$ cat src/hdl/backend_pkg.sv
package backend_pkg;

   // datapath and register file sizing
   localparam int data_w    = 16;
   localparam int preg_w    = 6;
   localparam int num_preg  = 64;
   localparam int rob_idx_w = 6;

   // function-unit slots
   localparam int num_units = 3;
   localparam int slot_alu1 = 0;
   localparam int slot_alu2 = 1;
   localparam int slot_mult = 2;

   typedef enum logic [2:0] {
      alu_add    = 3'd0,
      alu_and    = 3'd1,
      alu_or     = 3'd2,
      alu_xor    = 3'd3,
      alu_sll    = 3'd4,
      alu_srl    = 3'd5,
      alu_slt    = 3'd6,
      alu_pass_b = 3'd7
   } alu_mode_e;

   // packet as it leaves the issue queue
   typedef struct packed {
      logic                 valid;
      logic [rob_idx_w-1:0] rob_idx;
      logic [preg_w-1:0]    dst_preg;
      logic [preg_w-1:0]    src1_preg;
      logic [preg_w-1:0]    src2_preg;
      logic [data_w-1:0]    imm;
      logic                 imm_vld;
      logic                 ldi;
      alu_mode_e            mode;
      logic                 inv_rt;
      logic                 reg_wrt;
   } inst_pkt_t;

   // packet after register read with its operands resolved
   typedef struct packed {
      logic                 valid;
      logic [rob_idx_w-1:0] rob_idx;
      logic [preg_w-1:0]    dst_preg;
      logic                 reg_wrt;
      logic [data_w-1:0]    op1;
      logic [data_w-1:0]    op2;
      logic [data_w-1:0]    imm;
      logic                 ldi;
      alu_mode_e            mode;
      logic                 inv_rt;
   } opnd_pkt_t;

   typedef struct packed {
      logic                 valid;
      logic [rob_idx_w-1:0] rob_idx;
      logic [preg_w-1:0]    dst_preg;
      logic                 reg_wrt;
      logic [data_w-1:0]    data;
   } result_t;

endpackage

$ cat src/hdl/mult_unit.sv
`timescale 1ns/1ns

module mult_unit (
   input  logic                  clk,
   input  logic                  rst_n,
   input  logic                  stall,
   input  backend_pkg::opnd_pkt_t opnd,
   output backend_pkg::result_t   result
);

   import backend_pkg::*;

   opnd_pkt_t         s1_q;
   result_t           s2_q;
   logic [data_w-1:0] prod_lo;

   // only the low half of the product is kept
   assign prod_lo = s1_q.op1 * s1_q.op2;

   always_ff @(posedge clk) begin
      if (!rst_n) begin
         s1_q.valid <= 1'b0;
         s2_q.valid <= 1'b0;
      end else if (!stall) begin
         s1_q          <= opnd;
         s2_q.valid    <= s1_q.valid;
         s2_q.rob_idx  <= s1_q.rob_idx;
         s2_q.dst_preg <= s1_q.dst_preg;
         s2_q.reg_wrt  <= s1_q.reg_wrt;
         s2_q.data     <= prod_lo;
      end
   end

   assign result = s2_q;

endmodule

$ cat config.mk
export PLATFORM = sky130hd
export DESIGN_NAME = mult_unit
export DESIGN_NICKNAME = d
export VERILOG_FILES = /design/src/hdl/backend_pkg.sv /design/src/hdl/mult_unit.sv
export SDC_FILE = /design/constraint.sdc
export NUM_CORES = 1
export LEC_CHECK = 0
export BUFFER_PORTS_ARGS = -buffer_cell sky130_fd_sc_hd__buf_2
export CAP_MARGIN = 10
export CORE_UTILIZATION = 60
export CTS_BUF_LIST = sky130_fd_sc_hd__clkbuf_4 sky130_fd_sc_hd__clkbuf_8
export DETAILED_ROUTE_END_ITERATION = 16
export HOLD_SLACK_MARGIN = 0.12
export PLACE_DENSITY = 0.85
export SLEW_MARGIN = 5
export SYNTH_ARGS = -nofsm -noshare
export SYNTH_HDL_FRONTEND = slang
export SYNTH_SLANG_ARGS = --single-unit
$ cat constraint.sdc
create_clock -name clk -period 6.4 [get_ports clk]
set_clock_uncertainty 0.05 [all_clocks]
set_input_delay 0.64 -clock clk [delete_from_list [all_inputs] [get_ports clk]]
set_output_delay 0.64 -clock clk [all_outputs]
set_load 0.03 [all_outputs]
[Word level (Yosys, flattened, before mapping)]
Cells that the tools add are included.
Cells by class
  add/sub/neg operators: 0
  $mul: 1
  div/mod/pow operators: 0
  order comparisons: 0
  equality and inequality tests: 0
  shift-type cells: 0
  mux-type cells: 0
  bitwise gates (word level): 1
  reductions and logical operators: 1
Operators by type and width (count)
  $mul 16x16->16: 1
  $reduce_and 2->1: 1
  $not 1->1: 1
Storage, ports and cells
  bits in registers: 76
  bits in latches: 0
  memory bits (writable): 0
  memory bits (read-only): 0
  input bits: 70
  output and inout port bits: 30
  logic and storage cells: 14
  memories kept: 0

[Logic depth before layout (Yosys ltp)]
Gate-level depths: netlist (run 1).
  word-level depth: 2
  mapped depth: 20
  mapped depth without buffers: 19

[Worst setup path after synthesis (run 1)]
Ideal clock, no wire load.
  kind: register to register
  start point: reg s1_q[22] in the netlist's numbering
  end point: reg s2_q, in the netlist result[14], data pin
  library setup time: 262 ps
  arrival: 4916 ps
  data required time: 6088 ps
  setup slack: 1172 ps
  stages on the path, launching flop included: 20
  path buffers: 1
  clock period less this slack: 5228 ps
  cell sequence: edfxtp_1 > clkbuf_1 > nand2_1 > fa_1 > fa_1 > inv_1 > fa_1 > inv_1 > fa_1 > inv_1 > fa_1 > inv_1 > fa_1 > inv_1 > ha_1 > a21oi_1 > o21ai_0 > a31oi_1 > a21oi_1 > xor2_1
Between the ends
  longest elaborated chain between the ends: 1
Ends and longest elaborated chain
  from (decl): RTL line mult_unit.sv:13  | opnd_pkt_t s1_q;
  from (signal assigned): RTL line mult_unit.sv:25  | s1_q <= opnd;
  $mul 16x16->16: RTL line mult_unit.sv:18  | assign prod_lo = s1_q.op1 * s1_q.op2;
  named net prod_lo[14]: RTL line mult_unit.sv:15  | logic [data_w-1:0] prod_lo;
  to (decl): RTL line mult_unit.sv:14  | result_t s2_q;
The timed path passes the listed nets, and every way through them passes these cells.
A chain may end at the register's enable or synchronous reset.

[Final worst setup path (run 1)]
  start point: reg s1_q[43] in the netlist's numbering
  end point: reg s2_q, in the netlist result[14], data pin
The elaborated chain is that of the path after synthesis.

==> flow_metrics.tcl, run 1 <==
set metrics [dict create \
    die_h_um 104.1 \
    max-slew-margin-rel 0.4187 \
    powerDensity_nw_per_um2 500.1 \
    rsz0062_at_grt "no" \
    die-area_um2 10840 \
    post-cts-setup-buffer-count 0 \
    numPortBuffers 78 \
    seq_area_frac_synth 0.3616 \
    htreeDepth 3 \
    insertion_delay_ns 0.37 \
    syn2layout_area_growth_pct 11.84 \
    syn_area_um2 6256 \
    end_kind "flop" \
    ys_warn_count 0 \
    place_congestion 0.9120 \
    drt_iter0_markers 245 \
    cts_made_buffers 9 \
    cts_buffer_depth 2 \
    rrSetupSlack_ns 0.76 \
    dp.cells 750 \
    max_freq_mhz 177.3 \
    rr_endpoint "result[14]$_DFFE_PP_" \
    clk_pin_slew_ns 0.10 \
    whs_path_depth 0 \
    grt_first_pass_wirelength_um 19400 \
    ctsHoldBuffers 0 \
    ant_nets 0 \
    final_cells 766 \
    setup_tns_ns 0 \
    ys_types 31 \
    grt_max_degree 75 \
    hold_path_end "result[24]$_DFFE_PP_" \
    fin_crit_ns 5.639 \
    routed_wl_um 11770 \
    wl_per_cell_um 15.36 \
    drive_gt1_frac 0.1627 \
    grt-ovfl-total 0 \
    hold_path.startpoint "s1_q[61]$_DFFE_PP_" \
    drv_cap 0 \
    cts-resized-gates 0 \
    grt_util_all_layers 0.2351 \
    antenna_found_initial 0 \
    rows 36 \
    finalSetupViolations 0 \
    reg2reg_depth 19 \
    ir_drop_v 0.0003827 \
    p_leak_nw 3.239 \
    status "completed" \
    design_area_um2 6997 \
    drv_slew 0 \
    critPathMaxFanout 10 \
    rr_startpoint "s1_q[43]$_DFFE_PP_" \
    hp-class "flop to flop" \
    syn_inst 550 \
    dr.pass1.iters 5 \
    hpwl_um 9158 \
    vias 4007 \
    path_class "flop to flop" \
    n_antenna_cell 0 \
    crit_required_ns 6.47 \
    critPathArrivalTime_ns 5.71 \
    worst_pin_slew_ns 0.8719 \
    initial_utilization 0.6285 \
    cts_root_buf "clkbuf_8" \
    syn_nets 749 \
    core_um2 9955 \
    grt_pass1_vias 4250 \
    via_per_inst 5.231 \
    timing.final.crit_share 0.8812 \
    die_x_um 104.1 \
    final_util 0.7029 \
    nets 827 \
    placed_area_um2 6779 \
    synth_seq_cells 76 \
    cts_sinks 76 \
    avgSynthCellArea_um2 11.37 \
    drcViolationCount 0 \
    hold_viol 0 \
    setup.worst_path.start_class "flop" \
    whs_ns 0.3741 \
    ios 100 \
    cts_tree "done" \
]
==> placed cells by master, fill, tap and decap left out, types with 2 or more instances in the layout <==
master    instances
a21o_1            4
a21oi_1           9
and2_1           62
and3_1            2
buf_2            78
buf_4             2
clkbuf_8          9
dfxtp_1           2
edfxtp_1         74
fa_1             80
ha_1             49
inv_1           113
inv_8             2
mux2i_1           2
nand2_1          77
nor2_1            6
nor2b_1           2
o21ai_0           4
xnor2_1          29
xor2_1            8
==> worst max-delay path by stage <==
stage	startpoint	endpoint	slack [ns]	cells past startpoint
after global placement	s1_q[22]$_DFFE_PP_	result[14]$_DFFE_PP_	0.92	18
final	s1_q[43]$_DFFE_PP_	result[14]$_DFFE_PP_	0.76	19
after global routing	s1_q[22]$_DFFE_PP_	result[14]$_DFFE_PP_	0.50	18
after floorplan	s1_q[22]$_DFFE_PP_	result[14]$_DFFE_PP_	1.17	19
after CTS	s1_q[22]$_DFFE_PP_	result[14]$_DFFE_PP_	0.78	18
after detailed placement	s1_q[22]$_DFFE_PP_	result[14]$_DFFE_PP_	0.78	18
==> sequential cells by signal, indices dropped and copies added (netlist names) <==
| register | flops |
|---|---|
| result | 30 |
| s1_q | 46 |
==> critical path: stages (launching register included) <==
cell and delay (ns):
edfxtp_1 0.61, and2_1 0.28, fa_1 0.50, inv_1 0.05
fa_1 0.47, inv_1 0.05, fa_1 0.49, inv_1 0.05
fa_1 0.53, inv_1 0.05, fa_1 0.47, inv_1 0.05
fa_1 0.47, inv_1 0.04, ha_1 0.35, a21oi_1 0.18
o21ai_0 0.13, a31oi_1 0.30, a21oi_1 0.13, xor2_1 0.15
==> synth_stat cells <==
| library cell | n | area [um2] |
|---|---|---|
| a211oi_1 | 1 | 7.510 |
| a211oi_2 | 1 | 12.51 |
| a21o_1 | 4 | 30.03 |
| a21o_2 | 1 | 8.760 |
| a21oi_1 | 9 | 45.04 |
| a21oi_2 | 1 | 8.760 |
| a31o_1 | 1 | 8.760 |
| a31oi_1 | 1 | 6.260 |
| and2_1 | 62 | 387.9 |
| and3_1 | 2 | 12.51 |
| buf_6 | 1 | 11.26 |
| clkbuf_1 | 12 | 45.04 |
| dfxtp_1 | 2 | 40.04 |
| edfxtp_1 | 74 | 2222 |
| fa_1 | 80 | 1602 |
| ha_1 | 49 | 613.1 |
| inv_1 | 113 | 424.2 |
| mux2i_1 | 2 | 20.02 |
| nand2_1 | 77 | 289.0 |
| nand2_2 | 1 | 6.260 |
| nand3_1 | 1 | 5.000 |
| nor2_1 | 6 | 22.52 |
| nor2b_1 | 3 | 18.77 |
| o21a_1 | 1 | 7.510 |
| o21ai_0 | 4 | 20.02 |
| o21bai_1 | 1 | 7.510 |
| or4_4 | 1 | 11.26 |
| xnor2_1 | 29 | 254.0 |
| xnor2_2 | 1 | 16.27 |
| xnor3_1 | 1 | 22.52 |
| xor2_1 | 8 | 70.07 |
==> through the flow <==
stage	worst slack, ns	power, mW
2_1_floorplan	1.172	2.627
3_3_place_gp	0.9184	2.971
3_5_place_dp	0.7823	3.095
4_1_cts	0.7785	3.511
5_1_grt	0.5006	3.833
6_report	0.7606	3.499
==> power by group <==
| group | internal [mW] | total [mW] | switching (mW) |
|---|---|---|---|
| combinational | 1.07 | 2.33 | 1.25 |
| sequential | 0.725 | 0.771 | 0.0456 |
| clock | 0.191 | 0.402 | 0.211 |
==> area by class of cell <==
cell class              instances  area [um2]
multi-input cells             348        3521
flip-flops and latches         76        2262
clock buffers                   9       123.9
inverters                     113       424.2
well taps                     133       166.4
fillers                       648        2958
repair buffers                 80       405.4
clock inverters                 7       93.84
==> cells by family after synthesis <==
family                     after synthesis  synth area share
AOI/OAI and AO/OA                       25           0.02600
xor gates and xnor gates                39           0.05800
adders and majority gates              129            0.3540
buffers and inverters                  126           0.07680
DFF                                     76            0.3616
muxes                                    2          0.003200
and+or+nand+nor                        153            0.1204
==> per-layer routing <==
metal	vias up	wire length, um	track usage
met1	1942	4760	0.2784
met3	41	799	0.04637
met2	174	5753	0.4048
li1	1850	-	-
met5	-	0	0
met4	0	452	0.1276
(Power assumes the default switching activity.)
==> inputs of run 2 (changes only) <==
Settings changed: CORE_MARGIN set to 1.5.
==> flow_metrics.tcl, run 2 (same netlist as run 1, synthesis figures left out) <==
set metrics [dict create \
    status "completed" \
    drt_iter0_markers 280 \
    cts-resized-gates 0 \
    drcViolationCount 0 \
    crit_start "s1_q[22]$_DFFE_PP_" \
    end_kind "flop" \
    powerDensity_nw_per_um2 497.4 \
    drv_cap 0 \
    p_leak_nw 3.239 \
    grt_pass1_vias 4421 \
    antenna_found_initial 0 \
    design_area_um2 6994 \
    cts_tree "done" \
    timing.final.crit_share 0.8706 \
    syn2layout_area_growth_pct 11.80 \
    rsz0062_at_grt "no" \
    htreeDepth 3 \
    seq_area_um2 2262 \
    final_util 0.6836 \
    multiInputGateArea_um2 3521 \
    hpwl_um 9035 \
    path_class "flop to flop" \
    rows 37 \
    fin_crit_ns 5.572 \
    dp.cells 752 \
    rr_startpoint "s1_q[22]$_DFFE_PP_" \
    n_antenna_cell 0 \
    setup_tns_ns 0 \
    drv_slew 0 \
    insertion_delay_ns 0.38 \
    critPathArrivalTime_ns 5.65 \
    cts_sinks 76 \
    critPathMaxFanout 15 \
    place_congestion 0.8510 \
    hold_path.startpoint "s1_q[65]$_DFFE_PP_" \
    ctsHoldBuffers 0 \
    clk_pin_slew_ns 0.10 \
    drive_gt1_frac 0.1614 \
    rrSetupSlack_ns 0.83 \
    hp-class "flop to flop" \
    final_cell_mix "113 x inv_1, 80 x fa_1, 78 x buf_2, 77 x nand2_1, 74 x edfxtp_1" \
    ir_drop_v 0.0002947 \
    setup.worst_path.start_class "flop" \
    vias 4011 \
    numPortBuffers 78 \
    placed_area_um2 6775 \
    cts_made_buffers 9 \
    slowest_stage "edfxtp_1" \
    cts_root_buf "clkbuf_8" \
    hold_path_end "result[28]$_DFFE_PP_" \
    ant_nets 0 \
    die-area_um2 11050 \
    grt_first_pass_wirelength_um 20220 \
    top_register "s1_q" \
    fill_cells 727 \
    die_x_um 105.1 \
    post-cts-setup-buffer-count 0 \
    largest_reg_flops 46 \
    crit_required_ns 6.48 \
    worst_path_largest_cell_delay_ns 0.70 \
    core_um2 10230 \
    crit_top_cell "fa_1" \
    max_freq_mhz 179.5 \
    finalSetupViolations 0 \
    wl_per_cell_um 15.69 \
    final_cells 768 \
    initial_utilization 0.6115 \
    grt_util_all_layers 0.2408 \
    grt_max_degree 75 \
    final_common_cell "inv_1" \
    dr.pass1.iters 4 \
    max-slew-margin-rel 0.4195 \
    die_h_um 105.1 \
    hold_viol 0 \
    reg2reg_depth 18 \
    whs_path_depth 0 \
    via_per_inst 5.223 \
    grt-ovfl-total 0 \
    cts_buffer_depth 2 \
    rr_endpoint "result[14]$_DFFE_PP_" \
    routed_wl_um 12050 \
    worst_pin_slew_ns 0.8707 \
    cp_cell_sequence "nand2_1 -> fa_1 -> fa_1 -> inv_1 -> fa_1 -> inv_1 -> fa_1 -> inv_1 -> fa_1 -> inv_1 -> fa_1 -> inv_1 -> ha_1 -> a21oi_1 -> o21ai_0 -> a31oi_1 -> a21oi_1 -> xor2_1" \
    ios 100 \
    nets 826 \
]
run 2: per-stage QoR:
| step | worst slack [ns] | hold WS, ns | power [mW] |
|---|---|---|---|
| 2_1_floorplan | 1.172 | 0.3503 | 2.627 |
| 3_3_place_gp | 0.9063 | 0.3510 | 2.975 |
| 3_5_place_dp | 0.8558 | 0.3545 | 3.075 |
| 4_1_cts | 0.8272 | 0.3658 | 3.501 |
| 5_1_grt | 0.5435 | 0.3763 | 3.829 |
| 6_report | 0.8281 | 0.3632 | 3.479 |
run 2: layout make-up:
cell class | instances | share of cell area
inverter | 113 | 0.06064
sequential | 76 | 0.3234
clock buffer | 9 | 0.01771
clock inverter | 7 | 0.01360
timing repair buffer | 79 | 0.05689
tap | 136 | 0.02433
multi-input combinational | 348 | 0.5034
run 2: worst max-delay path, delay by kind of cell (launching register included):
| kind | cells | cell delay (ns) |
|---|---|---|
| AOI/OAI and AO/OA | 4 | 0.63 |
| DFF | 1 | 0.70 |
| adders and majority gates | 7 | 3.39 |
| xor gates and xnor gates | 1 | 0.15 |
| and+or+nand+nor | 1 | 0.17 |
| buffers and inverters | 5 | 0.24 |
run 2: where the power goes:
part | switching, mW | internal, mW
registers | 0.0456 | 0.726
logic | 1.23 | 1.07
clock network | 0.222 | 0.192
run 2: how the worst max path moves through the flow:
stage / to / slack (ns) / depth (start not counted)
floorplan: result[14]$_DFFE_PP_ / 1.17 / 19
global placement: result[14]$_DFFE_PP_ / 0.91 / 18
detailed placement: result[14]$_DFFE_PP_ / 0.86 / 18
CTS: result[14]$_DFFE_PP_ / 0.83 / 18
global route: result[14]$_DFFE_PP_ / 0.54 / 18
finish: result[14]$_DFFE_PP_ / 0.83 / 18
run 2: metal layers:
layer / up-vias / share of wire / track usage / wire, um
li1: 1852 / - / - / -
met1: 1956 / 0.39 / 0.2886 / 4692
met2: 171 / 0.51 / 0.4178 / 6127
met3: 32 / 0.078 / 0.05552 / 936
met4: 0 / 0.024 / 0.1008 / 294
met5: - / 0 / 0 / 0
==> inputs of run 3 (changes only) <==
Settings changed: CORE_MARGIN 1.5 to 5.
==> flow_metrics.tcl, run 3 (same netlist as run 1, synthesis figures left out) <==
set metrics [dict create \
    status "completed" \
    place_congestion 0.8593 \
    cts_made_buffers 9 \
    setup.worst_path.start_class "flop" \
    core_um2 10230 \
    final_cells 768 \
    insertion_delay_ns 0.37 \
    finalPower_mw 3.492 \
    hpwl_um 9399 \
    place_ws_ns 0.7243 \
    design_area_um2 6989 \
    final_cell_mix "113 x inv_1, 80 x fa_1, 78 x buf_2, 77 x nand2_1, 74 x edfxtp_1" \
    drv_cap 0 \
    rsz0062_at_grt "no" \
    cts_buffer_depth 2 \
    powerDensity_nw_per_um2 499.6 \
    dr.pass1.iters 4 \
    worst_path_largest_cell_delay_ns 0.71 \
    cts_tree "done" \
    cts-resized-gates 0 \
    die_x_um 112.1 \
    crit_required_ns 6.48 \
    rr_startpoint "s1_q[22]$_DFFE_PP_" \
    routed_wl_um 12190 \
    rows 37 \
    htreeDepth 3 \
    max-slew-margin-rel 0.4152 \
    max_freq_mhz 177.7 \
    grt_first_pass_wirelength_um 21030 \
    post-cts-setup-buffer-count 0 \
    drv_slew 0 \
    setup_tns_ns 0 \
    antenna_found_initial 0 \
    die-area_um2 12570 \
    top_register "s1_q" \
    clk_pin_slew_ns 0.09 \
    syn2layout_area_growth_pct 11.72 \
    grt_util_all_layers 0.2114 \
    fill_cells 703 \
    drive_gt1_frac 0.1614 \
    dp.cells 752 \
    setup_ws_ns 0.7722 \
    largest_reg_flops 46 \
    crit_top_cell "fa_1" \
    nets 826 \
    vias 3973 \
    end_kind "flop" \
    numPortBuffers 78 \
    grt_pass1_vias 4468 \
    hold_viol 0 \
    hp-class "flop to flop" \
    cts_sinks 76 \
    drt_iter0_markers 254 \
    critPathArrivalTime_ns 5.70 \
    finalSetupViolations 0 \
    slowest_stage "edfxtp_1" \
    n_antenna_cell 0 \
    cts_root_buf "clkbuf_8" \
    wl_per_cell_um 15.88 \
    whs_ns 0.3743 \
    hold_path.startpoint "s1_q[64]$_DFFE_PP_" \
    final_util 0.6831 \
    via_per_inst 5.173 \
    ir_drop_v 0.0003581 \
    critPathMaxFanout 15 \
    die_h_um 112.1 \
    worst_pin_slew_ns 0.8772 \
    ant_nets 0 \
    initial_utilization 0.6115 \
    ctsHoldBuffers 0 \
    drcViolationCount 0 \
    cp_cell_sequence "nand2_1 -> fa_1 -> fa_1 -> inv_1 -> fa_1 -> inv_1 -> fa_1 -> inv_1 -> fa_1 -> inv_1 -> fa_1 -> inv_1 -> ha_1 -> a21oi_1 -> o21ai_0 -> a31oi_1 -> a21oi_1 -> xor2_1" \
    grt-ovfl-total 0 \
    grt_max_degree 75 \
    ios 100 \
    placed_area_um2 6775 \
    fin_crit_ns 5.628 \
    p_leak_nw 3.238 \
    timing.final.crit_share 0.8793 \
    crit_start "s1_q[22]$_DFFE_PP_" \
    final_common_cell "inv_1" \
    path_class "flop to flop" \
]
## run 3: power by group
group	leakage [nW]	total [mW]	internal [mW]	switching, mW
logic	2.42	2.32	1.08	1.24
registers	0.712	0.770	0.725	0.0449
clock network	0.110	0.402	0.191	0.211
total	3.24	3.49	1.99	1.50
## run 3: routing by layer
layer	vias to the layer above	wire, um	global-route usage
met4	0	395	0.09135
met3	41	1076	0.06092
met1	1911	4643	0.2521
met5	-	0	0
met2	177	6077	0.3588
li1	1844	-	-
## run 3: layout make-up
| cell class | count | area, um2 | area share |
|---|---|---|---|
| multi-input combinational | 348 | 3521 | 0.5038 |
| sequential | 76 | 2262 | 0.3237 |
| inverter | 113 | 424.2 | 0.06069 |
| timing repair buffer | 79 | 397.9 | 0.05693 |
| tap | 136 | 170.2 | 0.02435 |
| clock buffer | 9 | 123.9 | 0.01772 |
| clock inverter | 7 | 90.09 | 0.01289 |
## run 3: critical path: cells and delay by family, from the launching register on
family                     cells  cell delay [ns]
AOI/OAI and AO/OA              4             0.63
DFF                            1             0.71
buffers and inverters          5             0.25
and+or+nand+nor                1             0.16
xor gates and xnor gates       1             0.15
adders and majority gates      7             3.42
## run 3: path summary, 6_finish.rpt
check                                       endpoint  slack, ns  cells after the start
worst max-delay path            result[14]$_DFFE_PP_       0.77                     18
worst min-delay path            result[27]$_DFFE_PP_       0.37                      0
worst max register to register  result[14]$_DFFE_PP_       0.77                     18
worst min register to register  result[27]$_DFFE_PP_       0.37                      0
